**config.mk**
```make
export PLATFORM = sky130hd
export DESIGN_NAME = address_dependency_table
export DESIGN_NICKNAME = d
export VERILOG_FILES = /design/src/verilog/adt_cfg_pkg.sv /design/src/verilog/adt_access_pkg.sv /design/src/verilog/address_dependency_table.sv /design/src/verilog/alias_match_port.sv /design/src/verilog/dep_entry_queue.sv /design/src/verilog/access_granule_decode.sv
export SDC_FILE = /design/constraint.sdc
export NUM_CORES = 1
export LEC_CHECK = 0
export ABC_AREA = 1
export BUFFER_PORTS_ARGS = -buffer_cell sky130_fd_sc_hd__buf_2
export CAP_MARGIN = 20
export CORE_MARGIN = 5
export CORE_UTILIZATION = 60
export CTS_CLUSTER_SIZE = 20
export DETAILED_ROUTE_END_ITERATION = 10
export PLACE_DENSITY_LB_ADDON = 0.2
export SETUP_SLACK_MARGIN = 0.3
export SLEW_MARGIN = 20
export SYNTH_ARGS = -nofsm -noshare
export SYNTH_HDL_FRONTEND = slang
export SYNTH_HIERARCHICAL = 1
export SYNTH_SLANG_ARGS = --single-unit
```
**constraint.sdc**
```tcl
create_clock -name clk -period 6.2 [get_ports clk]
set_input_delay 0.62 -clock clk [delete_from_list [all_inputs] [get_ports clk]]
set_output_delay 0.62 -clock clk [all_outputs]
set_load 0.05 [all_outputs]
```
**src/verilog/adt_cfg_pkg.sv**
```systemverilog
// ~~~~~~~~~~~~~~~~~~~~~~~~~~~~~~~~~~~~~~~~~~~~~~~~
// Geometry constants of the address dependency
// table: depth, address, pointer and granule widths
// ~~~~~~~~~~~~~~~~~~~~~~~~~~~~~~~~~~~~~~~~~~~~~~~~

`default_nettype none

package adt_cfg_pkg;

   // Number of table entries
   localparam int adt_depth = 4;

   // Address width of pushed and compared accesses
   localparam int adt_addr_w = 32;

   // Slot index width, wraps at adt_depth
   localparam int adt_ptr_w = 2;

   // Width of the ignored-low-bits count
   localparam int adt_gran_w = 3;

   // Coarsest alias granule, 16 bytes
   localparam int adt_max_gran = 4;

endpackage

`default_nettype wire
```
**src/verilog/adt_access_pkg.sv**
```systemverilog
// ~~~~~~~~~~~~~~~~~~~~~~~~~~~~~~~~~~~~~~~~~~~~~~~~
// Access size codes, address and granule types,
// and the table entry struct
// ~~~~~~~~~~~~~~~~~~~~~~~~~~~~~~~~~~~~~~~~~~~~~~~~

`default_nettype none

package adt_access_pkg;

   // Access size as seen on the push and compare ports
   typedef logic [2:0] size_code_t;

   // Codes 0 and 5..7 are reserved, treated as a byte
   localparam size_code_t size_byte  = 3'd1;
   localparam size_code_t size_half  = 3'd2;
   localparam size_code_t size_word  = 3'd3;
   localparam size_code_t size_dword = 3'd4;

   // Number of low address bits the compare ignores, 0..4
   typedef logic [adt_cfg_pkg::adt_gran_w-1:0] gran_t;

   typedef logic [adt_cfg_pkg::adt_addr_w-1:0] addr_t;

   // One table slot
   typedef struct packed {
      logic  valid;
      addr_t addr;
      gran_t gran;
   } dep_entry_t;

endpackage

`default_nettype wire

```
**src/verilog/address_dependency_table.sv**
```systemverilog
// ~~~~~~~~~~~~~~~~~~~~~~~~~~~~~~~~~~~~~~~~~~~~~~~~
// Address dependency table top: granule decoders,
// entry queue and two alias compare ports
// ~~~~~~~~~~~~~~~~~~~~~~~~~~~~~~~~~~~~~~~~~~~~~~~~

`default_nettype none

module address_dependency_table (
   input  wire logic                       clk,
   input  wire logic                       rst_n_i,
   input  wire logic                       flush_i,
   input  wire logic                       push_i,
   input  wire logic                       pop_i,
   input  wire adt_access_pkg::addr_t      push_addr_i,
   input  wire adt_access_pkg::size_code_t push_size_i,
   input  wire adt_access_pkg::addr_t      cmp0_addr_i,
   input  wire adt_access_pkg::size_code_t cmp0_size_i,
   input  wire adt_access_pkg::addr_t      cmp1_addr_i,
   input  wire adt_access_pkg::size_code_t cmp1_size_i,
   output logic                            cmp0_hit_o,
   output logic                            cmp1_hit_o
);

   adt_access_pkg::gran_t push_gran;
   adt_access_pkg::gran_t cmp0_gran;
   adt_access_pkg::gran_t cmp1_gran;

   adt_access_pkg::dep_entry_t [adt_cfg_pkg::adt_depth-1:0] entries;

   // Granule of the store being recorded
   access_granule_decode push_dec_i (
      .addr_i (push_addr_i),
      .size_i (push_size_i),
      .gran_o (push_gran)
   );

   access_granule_decode cmp0_dec_i (
      .addr_i (cmp0_addr_i),
      .size_i (cmp0_size_i),
      .gran_o (cmp0_gran)
   );

   access_granule_decode cmp1_dec_i (
      .addr_i (cmp1_addr_i),
      .size_i (cmp1_size_i),
      .gran_o (cmp1_gran)
   );

   dep_entry_queue queue_i (
      .clk         (clk),
      .rst_n_i     (rst_n_i),
      .flush_i     (flush_i),
      .push_i      (push_i),
      .pop_i       (pop_i),
      .push_addr_i (push_addr_i),
      .push_gran_i (push_gran),
      .entries_o   (entries)
   );

   alias_match_port match0_i (
      .entries_i  (entries),
      .cmp_addr_i (cmp0_addr_i),
      .cmp_gran_i (cmp0_gran),
      .hit_o      (cmp0_hit_o)
   );

   alias_match_port match1_i (
      .entries_i  (entries),
      .cmp_addr_i (cmp1_addr_i),
      .cmp_gran_i (cmp1_gran),
      .hit_o      (cmp1_hit_o)
   );

endmodule

`default_nettype wire

```
**src/verilog/alias_match_port.sv**
```systemverilog
// ~~~~~~~~~~~~~~~~~~~~~~~~~~~~~~~~~~~~~~~~~~~~~~~~
// One compare port: alias match of an address
// against every table entry
// ~~~~~~~~~~~~~~~~~~~~~~~~~~~~~~~~~~~~~~~~~~~~~~~~

`default_nettype none

module alias_match_port (
   input  wire adt_access_pkg::dep_entry_t [adt_cfg_pkg::adt_depth-1:0] entries_i,
   input  wire adt_access_pkg::addr_t      cmp_addr_i,
   input  wire adt_access_pkg::gran_t      cmp_gran_i,
   output logic                            hit_o
);

   logic [adt_cfg_pkg::adt_depth-1:0] entry_hit;

   // Compare above the coarser of the two granules
   function automatic logic alias_eq(
      input adt_access_pkg::dep_entry_t entry,
      input adt_access_pkg::addr_t      addr,
      input adt_access_pkg::gran_t      gran
   );
      adt_access_pkg::gran_t eff_gran;
      adt_access_pkg::addr_t keep_mask;

      if (entry.gran > gran) begin
         eff_gran = entry.gran;
      end else begin
         eff_gran = gran;
      end

      keep_mask = {adt_cfg_pkg::adt_addr_w{1'b1}} << eff_gran;
      return ((entry.addr ^ addr) & keep_mask) == '0;
   endfunction

   for (genvar i = 0; i < adt_cfg_pkg::adt_depth; i++) begin : g_entry
      // Only live entries count
      assign entry_hit[i] = entries_i[i].valid
                            & alias_eq(entries_i[i], cmp_addr_i, cmp_gran_i);
   end

   assign hit_o = |entry_hit;

endmodule

`default_nettype wire

```
**src/verilog/dep_entry_queue.sv**
```systemverilog
// ~~~~~~~~~~~~~~~~~~~~~~~~~~~~~~~~~~~~~~~~~~~~~~~~
// In-order entry storage with head and tail
// pointers, push, pop and flush
// ~~~~~~~~~~~~~~~~~~~~~~~~~~~~~~~~~~~~~~~~~~~~~~~~

`default_nettype none

module dep_entry_queue (
   input  wire logic                   clk,
   input  wire logic                   rst_n_i,
   input  wire logic                   flush_i,
   input  wire logic                   push_i,
   input  wire logic                   pop_i,
   input  wire adt_access_pkg::addr_t  push_addr_i,
   input  wire adt_access_pkg::gran_t  push_gran_i,
   output adt_access_pkg::dep_entry_t [adt_cfg_pkg::adt_depth-1:0] entries_o
);

   typedef logic [adt_cfg_pkg::adt_ptr_w-1:0] ptr_t;

   logic [adt_cfg_pkg::adt_depth-1:0] valid_q;
   ptr_t                              head_q;
   ptr_t                              tail_q;

   // Slot payload
   adt_access_pkg::addr_t addr_q [adt_cfg_pkg::adt_depth];
   adt_access_pkg::gran_t gran_q [adt_cfg_pkg::adt_depth];

   function automatic ptr_t next_ptr(input ptr_t ptr);
      ptr_t nxt;
      if (ptr == ptr_t'(adt_cfg_pkg::adt_depth - 1)) begin
         nxt = '0;
      end else begin
         nxt = ptr + 1'b1;
      end
      return nxt;
   endfunction

   // Valid bits and pointers
   // Push on a full table or pop on an empty one is not supported
   always_ff @(posedge clk) begin
      if (!rst_n_i || flush_i) begin
         valid_q <= '0;
         head_q  <= '0;
         tail_q  <= '0;
      end else begin
         if (pop_i) begin
            valid_q[head_q] <= 1'b0;
            head_q          <= next_ptr(head_q);
         end
         if (push_i) begin
            valid_q[tail_q] <= 1'b1;
            tail_q          <= next_ptr(tail_q);
         end
      end
   end

   // Address and granule of the slot being filled
   always_ff @(posedge clk) begin
      if (push_i) begin
         addr_q[tail_q] <= push_addr_i;
         gran_q[tail_q] <= push_gran_i;
      end
   end

   always_comb begin
      for (int i = 0; i < adt_cfg_pkg::adt_depth; i++) begin
         entries_o[i].valid = valid_q[i];
         entries_o[i].addr  = addr_q[i];
         entries_o[i].gran  = gran_q[i];
      end
   end

endmodule

`default_nettype wire

```
**src/verilog/access_granule_decode.sv**
```systemverilog
// ~~~~~~~~~~~~~~~~~~~~~~~~~~~~~~~~~~~~~~~~~~~~~~~~
// Size and alignment decode into an alias granule
// ~~~~~~~~~~~~~~~~~~~~~~~~~~~~~~~~~~~~~~~~~~~~~~~~

`default_nettype none

module access_granule_decode (
   input  wire adt_access_pkg::addr_t      addr_i,
   input  wire adt_access_pkg::size_code_t size_i,
   output adt_access_pkg::gran_t           gran_o
);

   adt_access_pkg::gran_t base_gran;
   adt_access_pkg::addr_t align_mask;
   logic                  aligned;

   // Natural granule of the access size
   always_comb begin
      case (size_i)
         adt_access_pkg::size_byte:  base_gran = 3'd0;
         adt_access_pkg::size_half:  base_gran = 3'd1;
         adt_access_pkg::size_word:  base_gran = 3'd2;
         adt_access_pkg::size_dword: base_gran = 3'd3;
         default:                    base_gran = 3'd0;
      endcase
   end

   // Low bits that must be zero for an aligned access
   assign align_mask = ~({adt_cfg_pkg::adt_addr_w{1'b1}} << base_gran);
   assign aligned    = ~|(addr_i & align_mask);

   // A misaligned access may straddle into the next granule,
   // so it aliases one step coarser
   always_comb begin
      if (aligned) begin
         gran_o = base_gran;
      end else begin
         gran_o = base_gran + 3'd1;
      end
   end

endmodule

`default_nettype wire

```
# After elaboration in Yosys (flattened, before gate mapping)
# Memory sizes are Yosys's and may differ from the RTL's.
# Cells that the tools add are included.
totals:
  memories: 2
  ram_bits: 140
  out_inout_bits: 2
  reg_bits: 8
mem_list:
  columns: ["name", "depth", "width", "read_ports", "rd_clocked_by_memory_dff", "write_ports", "line", "source"]
  rows:
  - ["queue_i.addr_q", 4, 32, 4, 0, 1, "dep_entry_queue.sv:26", "adt_access_pkg::addr_t addr_q [adt_cfg_pkg::adt_depth];"]
  - ["queue_i.gran_q", 4, 3, 4, 0, 1, "dep_entry_queue.sv:27", "adt_access_pkg::gran_t gran_q [adt_cfg_pkg::adt_depth];"]
classes:
  n_bitwise: 33
  n_addsub: 5
  magnitude_cmp: 12
  eq_ne: 11
  shifts: 11
  reduce_logical: 17
  muxes: 25
op_table:
  columns: ["operator", "count"]
  rows:
  - ["32-bit bitwise AND", 11]
  - ["32-bit logical NOT", 8]
  - ["32-bit by 3-bit << shifter with 32-bit output, first input constant", 8]
  - ["32-bit bitwise XOR", 8]
  - ["32-bit NOT", 3]
  - ["32-bit OR reduction", 3]
  - ["32-bit by 2-bit << shifter with 32-bit output, first input constant", 3]
  - ["3-bit 2-to-1 mux", 11]
  - ["3-bit greater-than comparator", 8]
  - ["3-bit by 2-bit equality test with 1-bit output, second input constant", 6]
  - ["2-bit case mux with 3 select lines", 3]
  - ["4-bit 2-to-1 mux", 3]
  - ["2-bit by 1-bit adder with 3-bit output, second input constant", 3]
  - ["3-bit equality test, second input constant", 3]
  - ["1-bit bitwise AND", 8]
  - ["4-bit OR reduction", 2]
  - ["2-bit by 3-bit less-than comparator with 1-bit output, second input constant", 2]
  - ["2-bit by 1-bit adder with 2-bit output, second input constant", 2]
  - ["4-bit bitwise AND", 1]
  - ["1-bit demux with 2-bit select", 2]
  - ["2-bit equality test, second input constant", 2]
  - ["2-bit by 1-bit >= comparator with 1-bit output, second input constant", 2]
  - ["1-bit 2-to-1 mux", 4]
  - ["2-bit 2-to-1 mux", 2]
  - ["other kinds (5)", 6]

# Logic depth before layout (Yosys ltp)
logic_depth:
  ltp_word: 14
  ltp_mapped: 27

# Modules after synthesis
# The synthesis kept the hierarchy.
by_module_without_submodules:
  columns: ["mod", "cells_each", "seq_area_each_um2", "instances", "area_each_um2"]
  rows:
  - ["dep_entry_queue", 201, 4364.2, 1, 4640.7]
  - ["alias_match_port (match1_i)", 586, 0.0, 1, 2815.2]
  - ["alias_match_port (match0_i)", 568, 0.0, 1, 2790.2]
  - ["access_granule_decode", 29, 0.0, 3, 150.1]

# Least setup slack after synthesis
# OpenSTA, ideal clock, no wires.
synth_timing:
  kind: "input port to output port"
  startpoint: "in cmp1_size_i[0]"
  endpoint: "out cmp1_hit_o"
  path_slack_ns: 2.214
  stages: 25
  path_buffers: 0
  t_arrival_ns: 3.366
  t_required_ns: 5.580
  cell_sequence: "nor2_1 > nor2_1 > nor2_2 > inv_2 > ha_1 > inv_1 > nand2_1 > nand2_1 > inv_1 > a21boi_1 > inv_1 > ha_1 > a21oi_2 > nand2_4 > nand2_2 > nand2_1 > nand2_2 > nand2_2 > nand3_1 > nand2_1 > inv_1 > nand2_1 > nor2_1 > nor2_1 > nand2_1"
synth_via:
  elab_chain_cells: 14
synth_rtl:
  columns: ["item", "line", "source"]
  rows:
  - ["start, declared", "address_dependency_table.sv:19", "input wire adt_access_pkg::size_code_t cmp1_size_i,"]
  - ["3-bit equality test or 3-bit by 2-bit equality test with 1-bit output (tied branches)", "access_granule_decode.sv:19", "case (size_i)"]
  - ["2-bit case mux with 3 select lines (*)", "access_granule_decode.sv:19", null]
  - ["32-bit by 2-bit << shifter with 32-bit output", "access_granule_decode.sv:29", "assign align_mask = ~({adt_cfg_pkg::adt_addr_w{1'b1}} << base_gran);"]
  - ["32-bit NOT", "access_granule_decode.sv:29", null]
  - ["32-bit bitwise AND", "access_granule_decode.sv:30", "assign aligned = ~|(addr_i & align_mask);"]
  - ["32-bit OR reduction", "access_granule_decode.sv:30", null]
  - ["3-bit 2-to-1 mux (*)", "access_granule_decode.sv:35", "if (aligned) begin"]
  - ["via cmp1_gran[2]", "address_dependency_table.sv:26", "adt_access_pkg::gran_t cmp1_gran;"]
  - ["3-bit greater-than comparator", "alias_match_port.sv:26", "if (entry.gran > gran) begin"]
  - ["3-bit 2-to-1 mux", "alias_match_port.sv:26", null]
  - ["32-bit by 3-bit << shifter with 32-bit output", "alias_match_port.sv:32", "keep_mask = {adt_cfg_pkg::adt_addr_w{1'b1}} << eff_gran;"]
  - ["32-bit bitwise AND", "alias_match_port.sv:33", "return ((entry.addr ^ addr) & keep_mask) == '0;"]
  - ["32-bit logical NOT", "alias_match_port.sv:33", null]
  - ["1-bit bitwise AND", "alias_match_port.sv:39", "& alias_eq(entries_i[i], cmp_addr_i, cmp_gran_i);"]
  - ["4-bit OR reduction (*)", "alias_match_port.sv:42", "assign hit_o = |entry_hit;"]
  - ["end, declared", "address_dependency_table.sv:21", "output logic cmp1_hit_o"]
# The timed path passes the listed nets; every way through them passes the cells marked *.

# Worst setup path in the final report
layout_timing:
  startpoint: "in cmp0_size_i[0]"
  endpoint: "out cmp0_hit_o"
layout_via:
  elab_chain_cells: 14
layout_rtl:
  columns: ["item", "line", "source"]
  rows:
  - ["start, declared", "address_dependency_table.sv:17", "input wire adt_access_pkg::size_code_t cmp0_size_i,"]
  - ["3-bit equality test or 3-bit by 2-bit equality test with 1-bit output (tied branches)", "access_granule_decode.sv:19", null]
  - ["2-bit case mux with 3 select lines (*)", "access_granule_decode.sv:19", null]
  - ["32-bit by 2-bit << shifter with 32-bit output", "access_granule_decode.sv:29", null]
  - ["32-bit NOT", "access_granule_decode.sv:29", null]
  - ["32-bit bitwise AND", "access_granule_decode.sv:30", null]
  - ["32-bit OR reduction", "access_granule_decode.sv:30", null]
  - ["3-bit 2-to-1 mux (*)", "access_granule_decode.sv:35", null]
  - ["via cmp0_gran[2]", "address_dependency_table.sv:25", "adt_access_pkg::gran_t cmp0_gran;"]
  - ["3-bit greater-than comparator", "alias_match_port.sv:26", null]
  - ["3-bit 2-to-1 mux", "alias_match_port.sv:26", null]
  - ["32-bit by 3-bit << shifter with 32-bit output", "alias_match_port.sv:32", null]
  - ["32-bit bitwise AND", "alias_match_port.sv:33", null]
  - ["32-bit logical NOT", "alias_match_port.sv:33", null]
  - ["1-bit bitwise AND", "alias_match_port.sv:39", null]
  - ["4-bit OR reduction (*)", "alias_match_port.sv:42", null]
  - ["end, declared", "address_dependency_table.sv:20", "output logic cmp0_hit_o,"]
# Marked as above.

==> results.tsv <==
stage	metric	value	unit
run_status	status	complete, no violations	
worst_setup_path	Worst Path Required	5580	ps
synth	net count of the mapped netlist	1590	
timing	max-slew violations	0	
clock_network	clk_lat worst skew	440	ps
drt	# DRC	0	
clock_network	Num CTS Buffers	17	
grt	vias in the first global route	9555	
grt	initial antenna violation count	1	
worst_setup_path	critical path endpoint category	primary output	
grt	Total Routing Usage GR	35.5	%
drt	Routed Antenna Nets	0	
timing	post-route setup slack	1510	ps
pwr	Sw Share	31.1	%
grt	GR Util met3	8.99	%
clock_network	maximum clock insertion buffer count	2	
synth	Synth Instances	1442	
timing	worst clock skew	19.8	ps
grt	first-pass GRT wire length	53.9	mm
final_layout	non-filler cells, final	1809	
synth	Mapped Area	10700	µm²
floorplanning	Initial Util	61.4	%
clock_network	H-tree Lvls	4	
clock_network	Root Buffer	clkbuf_16	
synth	syn_area_per_cell	7.42	µm²
worst_setup_path	Max Fanout on Critical Path	9	
grt	pin count of the biggest net entering global routing	36	
timing	setup TNS	0	ps
timing	Max Clk Rate	213	MHz
floorplanning	Die Wd	144	µm
final_layout	Area Overhead vs Synth	13.1	%
pwr	Leak Pwr	0.00585	µW
pwr	Comb power frac	19.8	%
pwr	Reg power frac	43.3	%
drt	Iter 0 DRT Violations	1489	
pwr	total power draw	2670	µW
floorplanning	FP Rows	48	
grt	GRT overflow	0	
grt	grt met2 use	53.2	%
pwr	pwr dens	220	nW/µm²
pwr	P_int	1840	µW
hold_path	Hold WC Path Type	primary input to register	
synth	Seq cells post-synth	148	
final_layout	final net count	1719	
synth	Distinct cells, synth	29	
pwr	Peak VDD IR	0.207	mV
final_layout	proportion of layout cells with a drive suffix above 1	13.4	%
clock_network	Clk pin slew, worst setup/hold paths	70	ps
floorplanning	CORE AREA	17400	µm²
timing	Rel. slew slack	59.5	%
final_layout	diode count	0	
clock_network	Clock Sink Count	148	
placed_design	post-detail-place hpwl	28.4	mm
synth	share of the yosys chip area belonging to registers	40.8	%
timing	minimum clock period	4690	ps
timing	Final Setup Violations	0	
final_layout	cell area after layout	12100	µm²
drt	Vias/cell	5.71	
pwr	Switching Power	830	µW
timing	actual slew at the worst max-slew pin	608	ps
worst_setup_path	crit path kind	primary input to primary output	
run	Max Cap Violations	0	
synth	yosys warns	6	
drt	total wire length	36.1	mm
clock_network	post-CTS setup buffer count	0	
drt	Via Count	10300	
drt	WL/cell	19.9	µm
floorplanning	die height	144	µm
placed_design	I/O Buffers	111	
timing	Final Cycle Share	75.6	%
grt	gr busiest metal	met2	
placed_design	placed cells	1777	
placed_design	worst slack at placement	1560	ps
grt	met1 GRT Util	51.0	%
clock_network	post-cts hold buffer count	0	
timing	unrepaired setup endpoints after global routing	no	
pwr	clock share of power	36.9	%
placed_design	Placed Area	11500	µm²
worst_setup_path	Worst Path Arrival	4070	ps
timing	Hold Vio Cnt, Final	0	
clock_network	CTS tree	yes	
drt	Pre-antenna DRT Iters	7	
floorplanning	IO Pins	112	
floorplanning	Die ar.	20600	µm²
worst_setup_path	Critical Path Start Type	primary input	
clock_network	post-CTS sizing	0	
placed_design	GP Congestion	1.03	
through the flow:
stage	hold WS, ps	utilization, %
global placement	484	66.3
detailed placement	498	66.3
finish	388	69.5
global route	385	69.5
CTS	386	69.5
floorplan	445	-
flip-flops by register name, summed over array words and instances, names as in the netlist:
register / count
queue_i/head_q: 2
queue_i/gran_q: 12
queue_i/addr_q: 128
queue_i/valid_q: 4
queue_i/tail_q: 2
critical path: stages:
cell      delay (ps)
buf_2            120
nor2_1           100
nor2_1            50
nor2_2           170
inv_2             60
ha_1             170
inv_1             50
nand2_1           40
nand2_1           80
inv_1             80
a21boi_1         370
inv_1            280
ha_1             390
a21oi_2          190
nand2_4          110
nand2_2          110
nand2_1           60
nand2_1          110
nand2_2           70
nand3_1           60
nand2_1           50
inv_1             40
nand2_1           60
nor2_1           180
nor2_1            60
nand2_1          100
buf_2            270
area by class of cell:
class | instances | area, µm²
clock buffers | 19 | 443
clock inverters | 13 | 113
fillers | 1486 | 5320
inverters | 254 | 953
multi-input cells | 1035 | 5360
flip-flops and latches | 148 | 4360
well taps | 225 | 282
repair buffers | 115 | 586
metal layers:
layer / part of all wire, % / up-vias
met1: 41 / 4721
met5: 0.036 / -
met4: 2.7 / 2
met3: 13 / 83
li1: - / 4813
met2: 43 / 704
final timing paths:
path	from	to	slack (ps)	depth (start not counted)
worst max-delay path	cmp0_size_i[0]	cmp0_hit_o	1510	27
worst max register to register	queue_i/tail_q[1]$_SDFFE_PP0P_	queue_i/addr_q[1][13]$_DFFE_PP_	4570	5
worst min register to register	queue_i/valid_q[3]$_SDFF_PP0_	queue_i/valid_q[3]$_SDFF_PP0_	510	2
worst min-delay path	push_addr_i[7]	queue_i/addr_q[2][7]$_DFFE_PP_	390	1
placed cells by master, fill, tap and decap left out, types with 9 or more instances in the layout:
cell type	instances
clkbuf_16	17
nor2_1	136
inv_1	246
ha_1	38
a21oi_1	19
o21ai_0	70
nand2_2	28
o21ai_2	9
xnor2_1	62
nand2_1	455
xor2_1	47
edfxtp_1	140
nand3b_1	12
nand4_1	25
buf_2	111
o21ai_1	20
nand3_1	77
power groups by stage:
stage	combinational [µW]	clock, µW	sequential, µW
2_1_floorplan	333	0	1160
3_3_place_gp	493	0	1170
3_5_place_dp	507	0	1170
4_1_cts	512	988	1150
5_1_grt	580	1050	1160
6_report	527	985	1150
synth_stat cells (all sizes together):
| master | number | area (µm²) |
|---|---|---|
| buf | 4 | 15.0 |
| nor3 | 8 | 40.0 |
| clkbuf | 1 | 5.00 |
| ha | 38 | 475 |
| edfxtp | 140 | 4200 |
| a21oi | 26 | 156 |
| nand4 | 25 | 156 |
| dfxtp | 8 | 160 |
| or2 | 5 | 31.3 |
| o22ai | 2 | 12.5 |
| o21ai | 99 | 529 |
| xnor2 | 62 | 543 |
| inv | 253 | 950 |
| clkinv | 1 | 3.75 |
| nand3b | 12 | 90.1 |
| a21boi | 4 | 30.0 |
| nor2 | 139 | 529 |
| nand2 | 487 | 1930 |
| nand3 | 81 | 425 |
| xor2 | 47 | 412 |
kinds of logic after synthesis:
| kind of cell | Yosys count | synth area share, % |
|---|---|---|
| AND/OR/NAND/NOR | 757 | 29.9 |
| buffers and inverters | 259 | 9.10 |
| flip-flops | 148 | 40.8 |
| AO/OA/AOI/OAI | 131 | 6.81 |
| XOR/XNOR | 109 | 8.92 |
| adder cells (fa/ha/maj) | 38 | 4.45 |
No activity file was read; power rests on OpenSTA's default activity.
